### src/include/ptab_consts.svh
`ifndef PTAB_CONSTS_SVH
`define PTAB_CONSTS_SVH

//////////////////////////////
// table geometry
//////////////////////////////

// entries held in the predicted-target buffer
`define PTAB_ENTRIES 16

// bits needed to index one entry
`define PTAB_IDX_W 4

//////////////////////////////
// address width
//////////////////////////////

// word pc, byte offset dropped
`define PC_W 30

`endif

### src/verilog/ptab_pkg.sv
`include "ptab_consts.svh"

package ptab_pkg;

    //////////////////////////////
    // scalar types
    //////////////////////////////

    typedef logic [`PC_W-1:0]       word_pc_t;
    typedef logic [`PTAB_IDX_W-1:0] ptab_idx_t;

    //////////////////////////////
    // bundles
    //////////////////////////////

    // result of one table lookup
    typedef struct packed {
        logic      hit;
        ptab_idx_t idx;
        word_pc_t  target;
    } lookup_t;

    // pre-decode request, one-cycle strobe on valid
    typedef struct packed {
        logic     valid;
        word_pc_t pc;
        logic     is_branch;
        logic     pred_taken;
        word_pc_t pred_target;
    } pd_req_t;

    // resolved branch from execute, target is the actual one
    typedef struct packed {
        logic     valid;
        word_pc_t pc;
        logic     taken;
        word_pc_t target;
    } exe_req_t;

    typedef struct packed {
        logic     valid;
        word_pc_t target;
    } redirect_t;

    // allocation of a new entry
    typedef struct packed {
        logic     valid;
        word_pc_t pc;
        word_pc_t target;
    } ptab_wr_t;

endpackage

### src/verilog/exe_check.sv
module exe_check (
    input  logic                 clk,
    input  logic                 rstn,
    input  ptab_pkg::exe_req_t   req,
    input  ptab_pkg::lookup_t    lookup,
    output ptab_pkg::redirect_t  redirect
);

    import ptab_pkg::*;

    redirect_t redirect_d;
    logic      redirect_valid_q;
    word_pc_t  redirect_target_q;

    //////////////////////////////
    // outcome vs prediction
    //////////////////////////////

    always_comb
    begin
        redirect_d = '0;
        if (req.valid)
        begin
            if (lookup.hit)
            begin
                // predicted taken but fell through
                if (!req.taken)
                begin
                    redirect_d.valid  = 1'b1;
                    redirect_d.target = req.pc + word_pc_t'(1);
                end
                // taken, wrong target in the buffer
                else if (lookup.target != req.target)
                begin
                    redirect_d.valid  = 1'b1;
                    redirect_d.target = req.target;
                end
            end
            // not predicted, but taken
            else if (req.taken)
            begin
                redirect_d.valid  = 1'b1;
                redirect_d.target = req.target;
            end
        end
    end

    always_ff @(posedge clk)
    begin
        if (!rstn)
        begin
            redirect_valid_q <= 1'b0;
        end
        else
        begin
            redirect_valid_q <= redirect_d.valid;
        end
    end

    always_ff @(posedge clk)
    begin
        redirect_target_q <= redirect_d.target;
    end

    assign redirect = '{valid: redirect_valid_q, target: redirect_target_q};

    // redirect only ever answers a request one cycle back
    a_redirect_follows_req: assert property (@(posedge clk) disable iff (!rstn)
        redirect.valid |-> $past(req.valid));

endmodule

### src/verilog/predecode_check.sv
module predecode_check (
    input  logic                 clk,
    input  logic                 rstn,
    input  ptab_pkg::pd_req_t    req,
    input  ptab_pkg::lookup_t    lookup,
    output ptab_pkg::ptab_wr_t   wr,
    output logic                 clear,
    output ptab_pkg::redirect_t  redirect
);

    import ptab_pkg::*;

    redirect_t redirect_d;
    logic      redirect_valid_q;
    word_pc_t  redirect_target_q;

    //////////////////////////////
    // decisions
    //////////////////////////////

    always_comb
    begin
        wr         = '0;
        clear      = 1'b0;
        redirect_d = '0;
        if (req.valid)
        begin
            if (lookup.hit)
            begin
                // buffered prediction is used for a real branch
                if (req.is_branch)
                begin
                    redirect_d.valid  = 1'b1;
                    redirect_d.target = lookup.target;
                end
                // stale entry, not a branch after all
                else
                begin
                    clear = 1'b1;
                end
            end
            else if (req.is_branch && req.pred_taken)
            begin
                wr.valid          = 1'b1;
                wr.pc             = req.pc;
                wr.target         = req.pred_target;
                redirect_d.valid  = 1'b1;
                redirect_d.target = req.pred_target;
            end
        end
    end

    //////////////////////////////
    // redirect register
    //////////////////////////////

    always_ff @(posedge clk)
    begin
        if (!rstn)
        begin
            redirect_valid_q <= 1'b0;
        end
        else
        begin
            redirect_valid_q <= redirect_d.valid;
        end
    end

    always_ff @(posedge clk)
    begin
        redirect_target_q <= redirect_d.target;
    end

    assign redirect = '{valid: redirect_valid_q, target: redirect_target_q};

endmodule

### src/verilog/ptab.sv
`include "ptab_consts.svh"

module ptab (
    input  logic                 clk,
    input  logic                 rstn,
    input  ptab_pkg::word_pc_t   pd_pc,
    input  ptab_pkg::word_pc_t   exe_pc,
    input  logic                 exe_valid,
    input  logic                 pd_clear,
    input  ptab_pkg::ptab_wr_t   wr,
    output ptab_pkg::lookup_t    pd_lookup,
    output ptab_pkg::lookup_t    exe_lookup
);

    import ptab_pkg::*;

    logic [`PTAB_ENTRIES-1:0] valid_q;
    logic [`PTAB_ENTRIES-1:0] valid_d;
    ptab_idx_t                free_idx;
    logic                     full;
    ptab_wr_t                 table_wr;
    word_pc_t [`PTAB_ENTRIES-1:0] entry_pc;
    word_pc_t [`PTAB_ENTRIES-1:0] entry_target;

    //////////////////////////////
    // free slot search
    //////////////////////////////

    // lowest clear bit of the valid vector
    always_comb
    begin
        free_idx = '0;
        for (int i = `PTAB_ENTRIES - 1; i >= 0; i--)
        begin
            if (!valid_q[i])
            begin
                free_idx = ptab_idx_t'(i);
            end
        end
    end

    assign full = &valid_q;

    // allocation is dropped when nothing is free
    always_comb
    begin
        table_wr       = wr;
        table_wr.valid = wr.valid && !full;
    end

    //////////////////////////////
    // storage and lookups
    //////////////////////////////

    ptab_table u_table (
        .clk          (clk),
        .wr           (table_wr),
        .wr_idx       (free_idx),
        .entry_pc     (entry_pc),
        .entry_target (entry_target)
    );

    ptab_match u_pd_match (
        .pc           (pd_pc),
        .valid        (valid_q),
        .entry_pc     (entry_pc),
        .entry_target (entry_target),
        .result       (pd_lookup)
    );

    ptab_match u_exe_match (
        .pc           (exe_pc),
        .valid        (valid_q),
        .entry_pc     (entry_pc),
        .entry_target (entry_target),
        .result       (exe_lookup)
    );

    //////////////////////////////
    // valid vector
    //////////////////////////////

    // set goes to a free slot and clears hit live ones,
    // so the order below never matters
    always_comb
    begin
        valid_d = valid_q;
        if (table_wr.valid)
        begin
            valid_d[free_idx] = 1'b1;
        end
        if (pd_clear)
        begin
            valid_d[pd_lookup.idx] = 1'b0;
        end
        // execute always retires its entry
        if (exe_valid && exe_lookup.hit)
        begin
            valid_d[exe_lookup.idx] = 1'b0;
        end
    end

    always_ff @(posedge clk)
    begin
        if (!rstn)
        begin
            valid_q <= '0;
        end
        else
        begin
            valid_q <= valid_d;
        end
    end

    // new entry must land in an empty slot
    a_alloc_free: assert property (@(posedge clk) disable iff (!rstn)
        table_wr.valid |-> !valid_q[free_idx]);

    // pre-decode clear only for a live hit
    a_clear_valid: assert property (@(posedge clk) disable iff (!rstn)
        pd_clear |-> pd_lookup.hit && valid_q[pd_lookup.idx]);

endmodule

### src/verilog/ptab_frontend.sv
module ptab_frontend (
    input  logic                 clk,
    input  logic                 rstn,
    input  ptab_pkg::pd_req_t    pd_req,
    input  ptab_pkg::exe_req_t   exe_req,
    output ptab_pkg::redirect_t  pd_redirect,
    output ptab_pkg::redirect_t  exe_redirect
);

    import ptab_pkg::*;

    lookup_t  pd_lookup;
    lookup_t  exe_lookup;
    ptab_wr_t ptab_wr;
    logic     pd_clear;

    //////////////////////////////
    // target buffer
    //////////////////////////////

    // both stages look up with the raw request pc
    ptab u_ptab (
        .clk        (clk),
        .rstn       (rstn),
        .pd_pc      (pd_req.pc),
        .exe_pc     (exe_req.pc),
        .exe_valid  (exe_req.valid),
        .pd_clear   (pd_clear),
        .wr         (ptab_wr),
        .pd_lookup  (pd_lookup),
        .exe_lookup (exe_lookup)
    );

    //////////////////////////////
    // stage checkers
    //////////////////////////////

    predecode_check u_predecode_check (
        .clk      (clk),
        .rstn     (rstn),
        .req      (pd_req),
        .lookup   (pd_lookup),
        .wr       (ptab_wr),
        .clear    (pd_clear),
        .redirect (pd_redirect)
    );

    // execute retires the entry inside ptab, only the redirect comes from here
    exe_check u_exe_check (
        .clk      (clk),
        .rstn     (rstn),
        .req      (exe_req),
        .lookup   (exe_lookup),
        .redirect (exe_redirect)
    );

endmodule

### src/verilog/ptab_match.sv
`include "ptab_consts.svh"

module ptab_match (
    input  ptab_pkg::word_pc_t                      pc,
    input  logic [`PTAB_ENTRIES-1:0]                valid,
    input  ptab_pkg::word_pc_t [`PTAB_ENTRIES-1:0]  entry_pc,
    input  ptab_pkg::word_pc_t [`PTAB_ENTRIES-1:0]  entry_target,
    output ptab_pkg::lookup_t                       result
);

    import ptab_pkg::*;

    //////////////////////////////
    // priority compare
    //////////////////////////////

    // scan from the top so the lowest matching entry wins
    // miss leaves index and target at zero
    always_comb
    begin
        result = '0;
        for (int i = `PTAB_ENTRIES - 1; i >= 0; i--)
        begin
            if (valid[i] && (entry_pc[i] == pc))
            begin
                result.hit    = 1'b1;
                result.idx    = ptab_idx_t'(i);
                result.target = entry_target[i];
            end
        end

        // a reported hit must name a live entry, otherwise the
        // clear logic in ptab would retire the wrong slot
        if (result.hit)
        begin
            assert (valid[result.idx])
            else $error("ptab_match: hit on invalid entry %0d", result.idx);
        end
    end

endmodule

### src/verilog/ptab_table.sv
`include "ptab_consts.svh"

module ptab_table (
    input  logic                                        clk,
    input  ptab_pkg::ptab_wr_t                          wr,
    input  ptab_pkg::ptab_idx_t                         wr_idx,
    output ptab_pkg::word_pc_t [`PTAB_ENTRIES-1:0]      entry_pc,
    output ptab_pkg::word_pc_t [`PTAB_ENTRIES-1:0]      entry_target
);

    //////////////////////////////
    // storage
    //////////////////////////////

    // pair at wr_idx written on a valid allocation
    always_ff @(posedge clk)
    begin
        if (wr.valid)
        begin
            entry_pc[wr_idx]     <= wr.pc;
            entry_target[wr_idx] <= wr.target;
        end
    end

endmodule
### config.mk
export PLATFORM = sky130hd
export DESIGN_NAME = ptab_frontend
export DESIGN_NICKNAME = d
export VERILOG_FILES = /design/src/verilog/ptab_pkg.sv /design/src/verilog/exe_check.sv /design/src/verilog/predecode_check.sv /design/src/verilog/ptab.sv /design/src/verilog/ptab_frontend.sv /design/src/verilog/ptab_match.sv /design/src/verilog/ptab_table.sv
export VERILOG_INCLUDE_DIRS = /design/src /design/src/include
export SDC_FILE = /design/constraint.sdc
export NUM_CORES = 2
export LEC_CHECK = 0
export BUFFER_PORTS_ARGS = -buffer_cell sky130_fd_sc_hd__buf_2
export CORE_MARGIN = 3
export CORE_UTILIZATION = 45
export DETAILED_ROUTE_END_ITERATION = 10
export GPL_ROUTABILITY_DRIVEN = 0
export PLACE_DENSITY = 0.59
export SLEW_MARGIN = 15
export SYNTH_ARGS = -nofsm -noshare
export SYNTH_HDL_FRONTEND = slang
export SYNTH_SLANG_ARGS = --single-unit
### constraint.sdc
create_clock -name clk -period 9 [get_ports clk]
set_input_delay 0.9 -clock clk [delete_from_list [all_inputs] [get_ports clk]]
set_output_delay 0.9 -clock clk [all_outputs]
set_load 0.02 [all_outputs]
==> results.py <==
metrics = {
    "clock_network": {
        "hold_buffers": 0,
        "cts_max_level": 3,
        "cts.sinks": 1038,
        "cts_tree": "yes",
        "ctsResizeCount": 0,
        "clockBufferDepth": 3,
        "cts_made_buffers": 108,
        "path_clk_slew_ps": 60,
        "cts_setup_buffers": 0,
        "insertion_delay_ps": 750,
        "cts_root_buffer": "clkbuf_16",
    },
    "die": {
        "ioPinCount": 189,
        "die_x_um": 360,
        "die_h_um": 360,
        "num_rows": 129,
        "start_util": 0.455,
        "placeableCoreArea_sq_um": 124000,
        "die_area_sq_um": 130000,
    },
    "timing": {
        "grt_setup_unrepaired": "no",
        "report.final.hold_viol_count": 0,
        "fin_hold_ws_ps": 502,
        "fin_crit_ps": 6930,
        "tns_ps": 0,
        "worstMarginPinSlew_ps": 1310,
        "setup_slack_ps": 2070,
        "relSlewSlack": 0.117,
        "fmax_mhz": 144,
        "drv_slew": 0,
        "fin_crit_sh": 0.770,
        "finClkSkew_ps": 38.6,
        "setup_viol": 0,
    },
    "layout": {
        "num-fill-cells": 10900,
        "multi_input_area_sq_um": 24100,
        "layout_common_cells": "960 x edfxtp_1, 803 x xnor2_1, 325 x nand4_1",
        "fin_nets": 5136,
        "layout_commonest_cell": "edfxtp_1",
        "instances_no_fill": 6745,
        "seq_area_sq_um": 30400,
        "drive_above_1_share": 0.137,
        "area.growth.synth_to_final_pct": 11.4,
    },
    "power_and_ir_drop": {
        "p_leak_nw": 20.9,
        "total_power_mw": 10.8,
        "p_per_area_nw_per_um2": 172,
        "ir_drop_mv": 0.150,
    },
    "worst_setup_path": {
        "path_class": "in -> reg",
        "arrival_ps": 7530,
        "startpoint_type": "primary input",
        "cp_max_fo": 35,
        "worstPathRequired_ps": 9600,
        "crit_path_end_kind": "flip-flop",
    },
    "worst_hold_path": {
        "hp-class": "in -> reg",
    },
    "global_route": {
        "grt_overflow": 0,
        "track_usage": 0.371,
        "grt_antenna_before_repair": 12,
        "grt_pass1_wl_um": 341000,
        "grt_pass1_vias": 42900,
        "grt_start_max_net_pins": 65,
    },
    "synthesis": {
        "syn_avg_cell_area_sq_um": 11.6,
        "async_flop_share": 0,
        "synth_area_sq_um": 56400,
        "ys_seq_area_frac": 0.539,
        "synthFlopType": "edfxtp_1",
        "syn_nets": 4991,
        "synth_seq_cells": 1038,
        "synthCells": 4863,
        "yosysWarnings": 0,
        "synth_edf_count": 960,
        "yosysUniqueCellTypes": 105,
    },
    "detailed_routing": {
        "wirelength_um": 249000,
        "ant_nets": 0,
        "first_pass_iters": 9,
        "drc": 0,
        "avgViaCountPerCell": 6.90,
        "wl_per_cell_um": 36.9,
        "vias": 46500,
        "drt_iter0_drc": 8689,
    },
    "placement": {
        "pre_cts_slack_ps": 1710,
        "dp_hpwl_um": 165000,
        "port_buffers": 188,
        "dp.cells": 6535,
    },
    "outcome": {
        "status": "finished clean",
    },
    "run": {
        "drv_cap": 0,
    },
}
[registers in the layout, indices dropped and copies added (netlist names)]
signal,cells
u_exe_check.redirect_target_q,30
u_exe_check.redirect_valid_q,1
u_predecode_check.redirect_target_q,30
u_predecode_check.redirect_valid_q,1
u_ptab.u_table.entry_pc,480
u_ptab.u_table.entry_target,480
u_ptab.valid_q,16
[where the power goes]
part / total (mW) / internal (mW) / switching, mW
Sequential: 5.26 / 5.24 / 0.0118
Combinational: 0.758 / 0.217 / 0.541
Clock: 4.76 / 2.71 / 2.06
[per-layer routing]
| metal | global-route usage | routed length (um) |
|---|---|---|
| met3 | 0.136 | 41100 |
| met5 | 0.00617 | 126 |
| met2 | 0.508 | 98700 |
| met4 | 0.198 | 16100 |
| met1 | 0.511 | 92800 |
[critical path, cell delays in order]
cell       delay, ps
buf_2            860
xor2_1           200
or4_4            600
nor4_4           520
and2_1           570
buf_4            500
o31ai_1          110
a2111oi_0        740
o32a_1           350
o21ai_1          110
xor2_1           240
o21ai_0          160
or4_4            570
nor4_4           350
buf_4            520
o21ai_1          150
[cells in the mapped netlist (59+ instances only)]
| cell | number | area (sq um) |
|---|---|---|
| o21ai_0 | 140 | 701 |
| mux2i_1 | 68 | 681 |
| nand3_1 | 157 | 786 |
| nand2_1 | 317 | 1190 |
| edfxtp_1 | 960 | 28800 |
| buf_6 | 59 | 664 |
| xor2_1 | 183 | 1600 |
| nor4_1 | 108 | 676 |
| clkbuf_1 | 153 | 574 |
| buf_2 | 73 | 365 |
| xnor2_1 | 803 | 7030 |
| nor2_1 | 238 | 893 |
| a21oi_1 | 180 | 901 |
| and2_1 | 86 | 538 |
| inv_1 | 73 | 274 |
| dfxtp_1 | 78 | 1560 |
| nand4_1 | 325 | 2030 |
[final cells by class]
| cell class | instances | area share |
|---|---|---|
| Sequential cell | 1038 | 0.484 |
| Antenna cell | 8 | 0.000319 |
| Clock buffer | 132 | 0.0475 |
| Timing Repair Buffer | 352 | 0.0354 |
| Inverter | 74 | 0.00442 |
| Clock inverter | 70 | 0.0115 |
| Tap cell | 1637 | 0.0326 |
| Multi-Input combinational cell | 3434 | 0.384 |
[worst paths after layout]
check,startpoint,to,cells past startpoint,slack [ps]
max,exe_req[58],u_exe_check.redirect_target_q[29]$_SDFF_PN0_,16,2070
min,pd_req[27],u_predecode_check.redirect_target_q[27]$_SDFF_PN0_,3,500
max reg2reg,u_ptab.u_table.entry_pc[207]$_DFFE_PP_,u_exe_check.redirect_target_q[29]$_SDFF_PN0_,15,2680
min reg2reg,u_ptab.u_table.entry_target[28]$_DFFE_PP_,u_predecode_check.redirect_target_q[28]$_SDFF_PN0_,2,520
[through the flow]
stage          utilization  area, sq um
6_report             0.507        62800
5_1_grt              0.507        62800
4_1_cts              0.507        62800
3_5_place_dp         0.477        59100
3_3_place_gp         0.476        59100
2_1_floorplan            -        56400
[cell families after synthesis]
family,Yosys count,share of synthesized area
fa+ha+maj,1,0.000222
flops,1038,0.539
buf+inv,391,0.0371
mux,92,0.0169
compound gates,861,0.109
xor+xnor,1003,0.158
simple gates,1477,0.140
(Power assumes the default switching activity.)
